===== config.mk =====
export PLATFORM = sky130hd
export DESIGN_NAME = csr_unit
export DESIGN_NICKNAME = d
export VERILOG_FILES = /design/src/design/csr_map_pkg.sv /design/src/design/csr_op_pkg.sv /design/src/design/csr_issue_ctrl.sv /design/src/design/csr_regfile.sv /design/src/design/csr_timer.sv /design/src/design/csr_unit.sv
export SDC_FILE = /design/constraint.sdc
export NUM_CORES = 1
export LEC_CHECK = 0
export ABC_AREA = 1
export BUFFER_PORTS_ARGS = -buffer_cell sky130_fd_sc_hd__clkbuf_2
export CORE_AREA = 2 2 214 216
export CTS_CLUSTER_SIZE = 30
export DETAILED_ROUTE_END_ITERATION = 10
export DIE_AREA = 0 0 216 218
export MAX_ROUTING_LAYER = met4
export PLACE_DENSITY = 0.78
export SLEW_MARGIN = 20
export SYNTH_ARGS = -nofsm -noshare
export SYNTH_HDL_FRONTEND = slang
export SYNTH_SLANG_ARGS = --single-unit

===== constraint.sdc =====
create_clock -name clk -period 7.89 [get_ports clk]
set_input_delay 0.3945 -clock clk [delete_from_list [all_inputs] [get_ports clk]]
set_output_delay 0.3945 -clock clk [all_outputs]
set_load 0.02 [all_outputs]

===== src/design/csr_map_pkg.sv =====
package csr_map_pkg;

    typedef logic [13:0] csr_num_t;

    localparam csr_num_t CSR_CRMD   = 14'h0;
    localparam csr_num_t CSR_PRMD   = 14'h1;
    localparam csr_num_t CSR_ECFG   = 14'h4;
    localparam csr_num_t CSR_ESTAT  = 14'h5;
    localparam csr_num_t CSR_ERA    = 14'h6;
    localparam csr_num_t CSR_BADV   = 14'h7;
    localparam csr_num_t CSR_EENTRY = 14'hc;
    localparam csr_num_t CSR_SAVE0  = 14'h30;
    localparam csr_num_t CSR_SAVE1  = 14'h31;
    localparam csr_num_t CSR_SAVE2  = 14'h32;
    localparam csr_num_t CSR_SAVE3  = 14'h33;
    localparam csr_num_t CSR_TID    = 14'h40;
    localparam csr_num_t CSR_TCFG   = 14'h41;
    localparam csr_num_t CSR_TVAL   = 14'h42;
    localparam csr_num_t CSR_TICLR  = 14'h44;

    localparam int TIMER_W   = 32;
    localparam int INT_LINES = 13;

    typedef struct packed {
        logic [1:0] datm;
        logic [1:0] datf;
        logic       pg;
        logic       da;
        logic       ie;
        logic [1:0] plv;
    } crmd_t;

    typedef struct packed {
        logic [22:0] pad;
        crmd_t       f;
    } crmd_word_t;

    typedef struct packed {
        logic       pie;
        logic [1:0] pplv;
    } prmd_t;

    typedef struct packed {
        logic                 pad31;
        logic [8:0]           esubcode;
        logic [5:0]           ecode;
        logic [2:0]           pad;
        logic [INT_LINES-1:0] is;
    } estat_t;

    typedef struct packed {
        logic [TIMER_W-3:0] initval;
        logic               periodic;
        logic               en;
    } tcfg_t;

    // writable bits, everything else reads back zero
    localparam logic [31:0] WMASK_CRMD   = 32'h0000_01ff;
    localparam logic [31:0] WMASK_PRMD   = 32'h0000_0007;
    localparam logic [31:0] WMASK_ECFG   = 32'h0000_1bff;
    localparam logic [31:0] WMASK_ESTAT  = 32'h0000_0003;
    localparam logic [31:0] WMASK_ERA    = 32'hffff_ffff;
    localparam logic [31:0] WMASK_BADV   = 32'hffff_ffff;
    localparam logic [31:0] WMASK_EENTRY = 32'hffff_ffc0;
    localparam logic [31:0] WMASK_SAVE   = 32'hffff_ffff;
    localparam logic [31:0] WMASK_TID    = 32'hffff_ffff;
    localparam logic [31:0] WMASK_TCFG   = 32'hffff_ffff;
    localparam logic [31:0] WMASK_TICLR  = 32'h0000_0001;

    function automatic logic [31:0] wmask_of(csr_num_t num);
        case (num)
            CSR_CRMD:   return WMASK_CRMD;
            CSR_PRMD:   return WMASK_PRMD;
            CSR_ECFG:   return WMASK_ECFG;
            CSR_ESTAT:  return WMASK_ESTAT;
            CSR_ERA:    return WMASK_ERA;
            CSR_BADV:   return WMASK_BADV;
            CSR_EENTRY: return WMASK_EENTRY;
            CSR_SAVE0, CSR_SAVE1, CSR_SAVE2, CSR_SAVE3: return WMASK_SAVE;
            CSR_TID:    return WMASK_TID;
            CSR_TCFG:   return WMASK_TCFG;
            CSR_TICLR:  return WMASK_TICLR;
            default:    return '0;
        endcase
    endfunction

    // ipi, timer, reserved, 8 hw lines, 2 sw bits
    function automatic logic [INT_LINES-1:0] estat_is_of(logic [8:0] lines, logic ti,
                                                         logic [1:0] sw);
        return {lines[8], ti, 1'b0, lines[7:0], sw};
    endfunction

endpackage


===== src/design/csr_op_pkg.sv =====
package csr_op_pkg;

    typedef enum logic [2:0] {
        CSR_RD,
        CSR_WR,
        CSR_XCHG,
        CSR_ERTN,
        CSR_NONE
    } csr_kind_t;

    typedef logic [5:0] ecode_t;

    localparam ecode_t ECODE_INT = 6'h0;
    localparam ecode_t ECODE_ALE = 6'h9;
    localparam ecode_t ECODE_SYS = 6'hb;
    localparam ecode_t ECODE_BRK = 6'hc;
    localparam ecode_t ECODE_INE = 6'hd;

    typedef struct packed {
        logic                  valid;
        csr_kind_t             kind;
        csr_map_pkg::csr_num_t num;
        logic [31:0]           wdata;
        logic [31:0]           wmask;
        logic [31:0]           pc;
        logic                  excp;
        ecode_t                ecode;
        logic [8:0]            esubcode;
        logic [31:0]           badv;
    } csr_req_t;

    typedef struct packed {
        logic        valid;
        logic [31:0] pc;
    } csr_redirect_t;

    // wvalue already merged and limited to the writable bits
    typedef struct packed {
        logic                  valid;
        logic                  trap;
        logic                  ertn;
        logic                  wr;
        csr_map_pkg::csr_num_t num;
        logic [31:0]           wvalue;
        ecode_t                ecode;
        logic [8:0]            esubcode;
        logic [31:0]           era;
        logic                  badv_we;
        logic [31:0]           badv;
    } csr_commit_t;

endpackage


===== src/design/csr_issue_ctrl.sv =====
module csr_issue_ctrl (
    input  logic                                 clk,
    input  logic                                 rstn,
    input  csr_op_pkg::csr_req_t                 req,
    input  logic                                 stall,
    input  logic                                 flush,
    input  logic [8:0]                           int_lines,
    input  logic                                 timer_int,
    input  csr_map_pkg::crmd_t                   crmd,
    input  logic [csr_map_pkg::INT_LINES-1:0]    ecfg_lie,
    input  logic [1:0]                           estat_is,
    input  logic [31:0]                          eentry,
    input  logic [31:0]                          era,
    input  logic [31:0]                          rd_value,
    output csr_map_pkg::csr_num_t                rd_num,
    output logic [31:0]                          rdata,
    output csr_op_pkg::csr_redirect_t            redirect,
    output csr_op_pkg::csr_commit_t              commit
);
    import csr_map_pkg::*;
    import csr_op_pkg::*;

    typedef enum logic [1:0] {
        READY,
        TRAP_PENDING,
        ERTN_PENDING
    } state_t;

    state_t        state;
    state_t        state_next;
    logic          int_pending;
    logic          int_taken;
    logic          accept;
    logic [31:0]   merged;
    logic [31:0]   rdata_next;
    csr_commit_t   commit_next;
    csr_redirect_t redirect_next;

    assign rd_num = req.num;
    assign accept = req.valid && !stall && !flush;

    assign int_pending = |(estat_is_of(int_lines, timer_int, estat_is) & ecfg_lie) && crmd.ie;
    // crmd is about to change while a trap or ertn is committing
    assign int_taken = int_pending && state == READY;

    assign merged = (req.kind == CSR_XCHG) ?
                    ((req.wdata & req.wmask) | (rd_value & ~req.wmask)) : req.wdata;

    always_comb
    begin
        commit_next = '0;
        redirect_next = '0;
        rdata_next = '0;
        if (int_taken)
        begin
            commit_next.valid = 1'b1;
            commit_next.trap = 1'b1;
            commit_next.ecode = ECODE_INT;
            commit_next.era = req.pc;
        end
        else if (accept && req.excp)
        begin
            commit_next.valid = 1'b1;
            commit_next.trap = 1'b1;
            commit_next.ecode = req.ecode;
            commit_next.esubcode = req.esubcode;
            commit_next.era = req.pc;
            commit_next.badv_we = req.ecode == ECODE_ALE;
            commit_next.badv = req.badv;
        end
        else if (accept && req.kind != CSR_NONE)
        begin
            commit_next.valid = 1'b1;
            commit_next.ertn = req.kind == CSR_ERTN;
            commit_next.wr = req.kind == CSR_WR || req.kind == CSR_XCHG;
            commit_next.num = req.num;
            commit_next.wvalue = merged & wmask_of(req.num);
            rdata_next = rd_value;
        end

        if (commit_next.trap)
            redirect_next = '{valid: 1'b1, pc: {eentry[31:6], 6'b0}};
        else if (commit_next.ertn)
            redirect_next = '{valid: 1'b1, pc: era};
        else if (commit_next.wr)
            redirect_next = '{valid: 1'b1, pc: req.pc + 32'd4};

        if (commit_next.trap)
            state_next = TRAP_PENDING;
        else if (commit_next.ertn)
            state_next = ERTN_PENDING;
        else
            state_next = READY;
    end

    // commit_next is empty under stall, so a registered commit lands once
    always_ff @(posedge clk)
    begin
        if (!rstn)
        begin
            state <= READY;
            rdata <= '0;
            redirect <= '0;
            commit <= '0;
        end
        else
        begin
            state <= state_next;
            commit <= commit_next;
            if (int_taken || flush || !stall)
            begin
                rdata <= rdata_next;
                redirect <= redirect_next;
            end
        end
    end

    a_rd_no_redirect: assert property (@(posedge clk) disable iff (!rstn)
        commit.valid && !commit.trap && !commit.ertn && !commit.wr |-> !redirect.valid);

    a_trap_xor_ertn: assert property (@(posedge clk) disable iff (!rstn)
        !(commit.trap && commit.ertn));

endmodule


===== src/design/csr_regfile.sv =====
module csr_regfile (
    input  logic                                 clk,
    input  logic                                 rstn,
    input  csr_op_pkg::csr_commit_t              commit,
    input  csr_map_pkg::csr_num_t                rd_num,
    input  logic [8:0]                           int_lines,
    input  csr_map_pkg::tcfg_t                   tcfg,
    input  logic [csr_map_pkg::TIMER_W-1:0]      tval,
    input  logic                                 timer_int,
    output logic [31:0]                          rd_value,
    output csr_map_pkg::crmd_t                   crmd,
    output logic [csr_map_pkg::INT_LINES-1:0]    ecfg_lie,
    output logic [1:0]                           estat_is,
    output logic [31:0]                          eentry,
    output logic [31:0]                          era,
    output logic                                 tcfg_we,
    output logic [31:0]                          tcfg_value,
    output logic                                 ticlr,
    output logic                                 excp_flush,
    output logic                                 ertn_flush
);
    import csr_map_pkg::*;

    prmd_t       prmd;
    logic [5:0]  estat_ecode;
    logic [8:0]  estat_esubcode;
    estat_t      estat;
    logic [31:0] badv;
    logic [31:0] save [4];
    logic [31:0] tid;
    logic        wr_en;
    logic        trap_en;
    logic        ertn_en;

    assign wr_en = commit.valid && commit.wr;
    assign trap_en = commit.valid && commit.trap;
    assign ertn_en = commit.valid && commit.ertn;

    // timer registers live in csr_timer
    assign tcfg_we = wr_en && commit.num == CSR_TCFG;
    assign tcfg_value = commit.wvalue;
    assign ticlr = wr_en && commit.num == CSR_TICLR && commit.wvalue[0];

    always_comb
    begin
        estat = '0;
        estat.esubcode = estat_esubcode;
        estat.ecode = estat_ecode;
        estat.is = estat_is_of(int_lines, timer_int, estat_is);
    end

    always_comb
    begin
        case (rd_num)
            CSR_CRMD:   rd_value = crmd_word_t'{pad: '0, f: crmd};
            CSR_PRMD:   rd_value = 32'(prmd);
            CSR_ECFG:   rd_value = 32'(ecfg_lie);
            CSR_ESTAT:  rd_value = estat;
            CSR_ERA:    rd_value = era;
            CSR_BADV:   rd_value = badv;
            CSR_EENTRY: rd_value = eentry;
            CSR_SAVE0, CSR_SAVE1, CSR_SAVE2, CSR_SAVE3: rd_value = save[rd_num[1:0]];
            CSR_TID:    rd_value = tid;
            CSR_TCFG:   rd_value = 32'(tcfg);
            CSR_TVAL:   rd_value = 32'(tval);
            default:    rd_value = '0;
        endcase
    end

    always_ff @(posedge clk)
    begin
        if (!rstn)
        begin
            crmd <= crmd_t'(9'h008);
            prmd <= '0;
            ecfg_lie <= '0;
            estat_is <= '0;
            estat_ecode <= '0;
            estat_esubcode <= '0;
            excp_flush <= 1'b0;
            ertn_flush <= 1'b0;
        end
        else
        begin
            excp_flush <= trap_en;
            ertn_flush <= ertn_en;
            if (trap_en)
            begin
                prmd <= '{pie: crmd.ie, pplv: crmd.plv};
                crmd.plv <= 2'b00;
                crmd.ie <= 1'b0;
                estat_ecode <= commit.ecode;
                estat_esubcode <= commit.esubcode;
            end
            else if (ertn_en)
            begin
                crmd.plv <= prmd.pplv;
                crmd.ie <= prmd.pie;
            end
            else if (wr_en)
            begin
                case (commit.num)
                    CSR_CRMD:  crmd <= crmd_t'(commit.wvalue[8:0]);
                    CSR_PRMD:  prmd <= prmd_t'(commit.wvalue[2:0]);
                    CSR_ECFG:  ecfg_lie <= commit.wvalue[INT_LINES-1:0];
                    CSR_ESTAT: estat_is <= commit.wvalue[1:0];
                    default:   ;
                endcase
            end
        end
    end

    always_ff @(posedge clk)
    begin
        if (trap_en)
        begin
            era <= commit.era;
            if (commit.badv_we)
                badv <= commit.badv;
        end
        else if (wr_en)
        begin
            case (commit.num)
                CSR_ERA:    era <= commit.wvalue;
                CSR_BADV:   badv <= commit.wvalue;
                CSR_EENTRY: eentry <= commit.wvalue;
                CSR_SAVE0, CSR_SAVE1, CSR_SAVE2, CSR_SAVE3: save[commit.num[1:0]] <= commit.wvalue;
                CSR_TID:    tid <= commit.wvalue;
                default:    ;
            endcase
        end
    end

    a_one_flush: assert property (@(posedge clk) disable iff (!rstn)
        !(excp_flush && ertn_flush));

endmodule


===== src/design/csr_timer.sv =====
module csr_timer (
    input  logic                              clk,
    input  logic                              rstn,
    input  logic                              tcfg_we,
    input  logic [31:0]                       tcfg_value,
    input  logic                              ticlr,
    output csr_map_pkg::tcfg_t                tcfg,
    output logic [csr_map_pkg::TIMER_W-1:0]   tval,
    output logic                              timer_int
);
    import csr_map_pkg::*;

    logic               en_q;
    logic [TIMER_W-1:0] reload;

    assign reload = {tcfg.initval, 2'b00};

    always_ff @(posedge clk)
    begin
        if (!rstn)
        begin
            tcfg <= '0;
            en_q <= 1'b0;
            tval <= '0;
            timer_int <= 1'b0;
        end
        else
        begin
            en_q <= tcfg.en;
            if (tcfg_we)
                tcfg <= tcfg_t'(tcfg_value[TIMER_W-1:0]);

            // enable edges first, then reload or count
            if (tcfg.en && !en_q)
                tval <= reload;
            else if (!tcfg.en && en_q)
                tval <= '0;
            else if (tcfg.en && tval == '0 && tcfg.periodic)
                tval <= reload;
            else if (tcfg.en && tval != '1)
                tval <= tval - 1'b1;

            // sticky until cleared through ticlr
            if (ticlr)
                timer_int <= 1'b0;
            else if (tcfg.en && en_q && tval == '0)
                timer_int <= 1'b1;
        end
    end

    a_tval_idle: assert property (@(posedge clk) disable iff (!rstn)
        !tcfg.en && !en_q |=> $stable(tval));

endmodule


===== src/design/csr_unit.sv =====
module csr_unit (
    input  logic                        clk,
    input  logic                        rstn,
    input  csr_op_pkg::csr_req_t        req,
    input  logic                        stall,
    input  logic                        flush,
    input  logic [8:0]                  int_lines,
    output logic [31:0]                 rdata,
    output csr_op_pkg::csr_redirect_t   redirect,
    output csr_map_pkg::crmd_t          crmd,
    output logic                        excp_flush,
    output logic                        ertn_flush
);
    import csr_map_pkg::*;
    import csr_op_pkg::*;

    csr_commit_t          commit;
    csr_num_t             rd_num;
    logic [31:0]          rd_value;
    logic [INT_LINES-1:0] ecfg_lie;
    logic [1:0]           estat_is;
    logic [31:0]          eentry;
    logic [31:0]          era;
    logic                 tcfg_we;
    logic [31:0]          tcfg_value;
    logic                 ticlr;
    tcfg_t                tcfg;
    logic [TIMER_W-1:0]   tval;
    logic                 timer_int;

    csr_issue_ctrl i_issue_ctrl (
        .clk       (clk),
        .rstn      (rstn),
        .req       (req),
        .stall     (stall),
        .flush     (flush),
        .int_lines (int_lines),
        .timer_int (timer_int),
        .crmd      (crmd),
        .ecfg_lie  (ecfg_lie),
        .estat_is  (estat_is),
        .eentry    (eentry),
        .era       (era),
        .rd_value  (rd_value),
        .rd_num    (rd_num),
        .rdata     (rdata),
        .redirect  (redirect),
        .commit    (commit)
    );

    csr_timer i_timer (
        .clk        (clk),
        .rstn       (rstn),
        .tcfg_we    (tcfg_we),
        .tcfg_value (tcfg_value),
        .ticlr      (ticlr),
        .tcfg       (tcfg),
        .tval       (tval),
        .timer_int  (timer_int)
    );

    csr_regfile i_regfile (
        .clk        (clk),
        .rstn       (rstn),
        .commit     (commit),
        .rd_num     (rd_num),
        .int_lines  (int_lines),
        .tcfg       (tcfg),
        .tval       (tval),
        .timer_int  (timer_int),
        .rd_value   (rd_value),
        .crmd       (crmd),
        .ecfg_lie   (ecfg_lie),
        .estat_is   (estat_is),
        .eentry     (eentry),
        .era        (era),
        .tcfg_we    (tcfg_we),
        .tcfg_value (tcfg_value),
        .ticlr      (ticlr),
        .excp_flush (excp_flush),
        .ertn_flush (ertn_flush)
    );

endmodule


==> impl_metrics.py <==
metrics = {
    "critical_path": {
        "path_cells": "dlygate4sd3_1 -> clkbuf_2 -> nor2_1 -> nand2_1 -> nor2_4 -> buf_4 -> nand2_1 -> nand2_1 -> nor2_1 -> nand2_1 -> nor2_1 -> nand3_2 -> nand3_2 -> nor2_2",
        "end_kind": "flop",
        "start_kind": "primary input",
        "crit_family": "simple AND/OR/NAND/NOR gates",
        "crit_fanout": 38,
        "required_ns": 8.43,
        "arrival_ns": 4.44,
        "slowest_stage": "nor2_4",
        "cp_common_cell": "nand2_1",
        "worstSetupPathType": "in2reg",
        "max_stage_delay_ns": 0.80,
        "crit_buf_inv": 3,
    },
    "pwr": {
        "pwr_density_cell_nw_per_um2": 203,
        "vdd_drop_max_v": 0.000250,
        "leakage_nw": 12.6,
    },
    "global_routing": {
        "grt-ovfl-total": 0,
        "grt_usage": 0.419,
        "grt_pass1_wl_mm": 143,
        "grt_pass1_vias": 23231,
        "grt_max_degree": 78,
        "antenna_found_initial": 4,
    },
    "clock_tree": {
        "clock_path_buffers": 3,
        "cts.clk_slew.worst_paths_ns": 0.06,
        "cts-root-buf": "clkbuf_16",
        "cts.sinks": 562,
        "htree_levels": 2,
        "cts_tree": "built",
        "clock_latency_ns": 0.63,
        "cts_buffers": 57,
        "cts-resized-gates": 0,
    },
    "floorplanning": {
        "chipHeight_um": 218,
        "ios": 251,
        "die_width_um": 216,
        "coreArea_um2": 44900,
        "dieArea_um2": 47100,
        "row_count": 78,
        "initial_core_util": 0.570,
    },
    "layout": {
        "layout_common_cells": "nand2_1 (821), nor2_1 (397), inv_1 (322)",
        "final_cell_area_um2": 29500,
        "final-seq-area_um2": 13800,
        "drive_above_1_share": 0.130,
        "n_fill_cell": 3770,
        "nets": 3607,
        "multi_input_area_um2": 9960,
        "syn_to_final_growth_pct": 15.2,
        "layout_commonest_cell": "nand2_1",
    },
    "routing": {
        "vias_per_cell": 5.98,
        "dr_total_vias": 24365,
        "wirelength_mm": 96.4,
        "antenna_left": 0,
        "drc": 0,
        "first_iter_violations": 3496,
        "drt-wirelength-per-cell_um": 23.6,
        "first_pass_iters": 6,
    },
    "place": {
        "placed_cell_area_um2": 27300,
        "port-buffer-count": 250,
        "dpl.hpwl_mm": 68.5,
        "place_congestion": 1.04,
    },
    "yosys": {
        "syn_area_per_cell_um2": 8.03,
        "synth_edf_count": 256,
        "synth_area_um2": 25600,
        "ys_async_sr_fraction": 0,
        "synthCells": 3187,
        "yosysWarnings": 0,
        "ys.flop_type": "dfxtp_1",
        "ys_ff_latch": 562,
        "synth_cell_types": 43,
        "ys_seq_area_frac": 0.540,
        "synth_fp_nets": 3369,
    },
    "timing": {
        "final-max-slew-violation-count": 0,
        "fin_skew_ns": 0.0311,
        "fmax_mhz": 257,
        "rsz0062_at_grt": "no",
        "tightest_slew_ns": 1.16,
        "period_needed_ns": 3.90,
        "hold_violations": 0,
        "timing.final.crit_share": 0.494,
        "finalSetupViolCount": 0,
        "relSlewSlack": 0.227,
        "finalSetupTns_ns": 0,
    },
    "run_status": {
        "status": "completed",
    },
    "worst_hold_path": {
        "hold_path.class": "in2reg",
    },
    "job": {
        "cap_violations": 0,
    },
}
## sequential cells by signal, indices dropped and copies added (netlist names), 6 cells and up
signal                    count
i_regfile.era                32
i_regfile.eentry             32
i_timer.tval                 32
i_regfile.estat_esubcode      9
i_issue_ctrl.redirect        33
i_regfile.badv               32
i_regfile.crmd                9
i_regfile.ecfg_lie           13
i_regfile.estat_ecode         6
i_issue_ctrl.rdata           32
i_timer.tcfg                 32
i_regfile.save              128
i_regfile.tid                32
i_issue_ctrl.commit         130
## routing by layer
metal,track usage,share of wire
met1,0.571,0.40
met2,0.621,0.44
met3,0.0905,0.12
met4,0.146,0.038
met5,-,0
## power breakdown
part           switching (W)  internal [W]  total [W]  leakage [nW]
combinational       0.000178     0.0000925   0.000270          7.18
sequential        0.00000783       0.00303    0.00304          4.54
clock                0.00116       0.00151    0.00267         0.881
total                0.00135       0.00463    0.00598          12.6
## path summary, 6_finish.rpt
check	slack (ns)	startpoint	end	depth (start not counted)
setup / recovery	3.99	req[155]	i_issue_ctrl.commit[96]	14
hold / removal	0.01	req[37]	i_issue_ctrl.commit[70]	3
setup reg to reg	4.11	i_timer.timer_int	i_issue_ctrl.commit[49]	10
hold reg to reg	0.43	i_issue_ctrl.commit[73]	i_regfile.estat_esubcode[8]	2
## worst reg2reg max path, stage by stage, from the launching register on
cell	delay (ns)
dfxtp_1	0.33
nand2_1	0.10
o21ai_0	0.09
nor2_1	0.13
nand3_1	0.20
nand2_2	0.60
nand2_1	0.83
inv_1	0.33
nor2_1	0.08
inv_1	0.82
nor2_1	0.11
## synth_stat cells (all sizes together), types with 2 or more instances
library cell | count | share of area
inv | 333 | 0.049
nand2 | 828 | 0.12
and3 | 4 | 0.00098
nor2 | 432 | 0.068
o211ai | 13 | 0.0038
buf | 55 | 0.012
dfxtp | 306 | 0.24
o22ai | 9 | 0.0022
o21ai | 206 | 0.040
a311oi | 4 | 0.0014
ha | 7 | 0.0034
and2 | 2 | 0.00049
xnor2 | 3 | 0.0010
nand4 | 71 | 0.017
a211oi | 11 | 0.0032
nand3 | 228 | 0.046
clkinv | 2 | 0.00029
edfxtp | 256 | 0.30
clkbuf | 87 | 0.013
a31oi | 14 | 0.0034
nand3b | 15 | 0.0044
or2 | 14 | 0.0034
a21oi | 181 | 0.035
nor3 | 42 | 0.0097
xor2 | 25 | 0.0086
mux2i | 4 | 0.0016
a22oi | 30 | 0.0088
## per-stage QoR
| stage | worst slack [ns] | util | std cells | power, W | hold WS [ns] |
|---|---|---|---|---|---|
| 6_report | 3.99 | 0.657 | 4076 | 0.00598 | 0.0149 |
| 4_1_cts | 4.13 | 0.657 | 4073 | 0.00596 | 0.00115 |
| 5_1_grt | 3.79 | 0.657 | 4076 | 0.00610 | 0.00836 |
| 3_3_place_gp | 4.16 | 0.607 | 3925 | 0.00334 | 0.409 |
| 2_1_floorplan | 3.29 | - | 3187 | 0.00323 | 0.396 |
| 3_5_place_dp | 4.06 | 0.607 | 3925 | 0.00334 | 0.412 |
## layout make-up
type	count	share of cell area
tap	600	0.0255
sequential	562	0.469
multi-input combinational	2148	0.338
timing repair buffer	321	0.0640
clock buffer	83	0.0544
inverter	335	0.0426
clock inverter	24	0.00700
antenna	3	0.000255
## logic make-up after synthesis
| group | Yosys count | synth area share |
|---|---|---|
| flip-flops | 562 | 0.540 |
| AO/OA/AOI/OAI | 470 | 0.0992 |
| adder cells (fa/ha/maj) | 7 | 0.00342 |
| AND/OR/NAND/NOR | 1639 | 0.273 |
| XOR/XNOR | 28 | 0.00958 |
| multiplexers | 4 | 0.00156 |
| buffers and inverters | 477 | 0.0739 |
## repair_timing
item / CTS / global route
endpoints found under the hold margin: 41 / 0
setup buffers: 0 / 0
hold buffers: 41 / 0
Power figures use the tool's default switching activity.
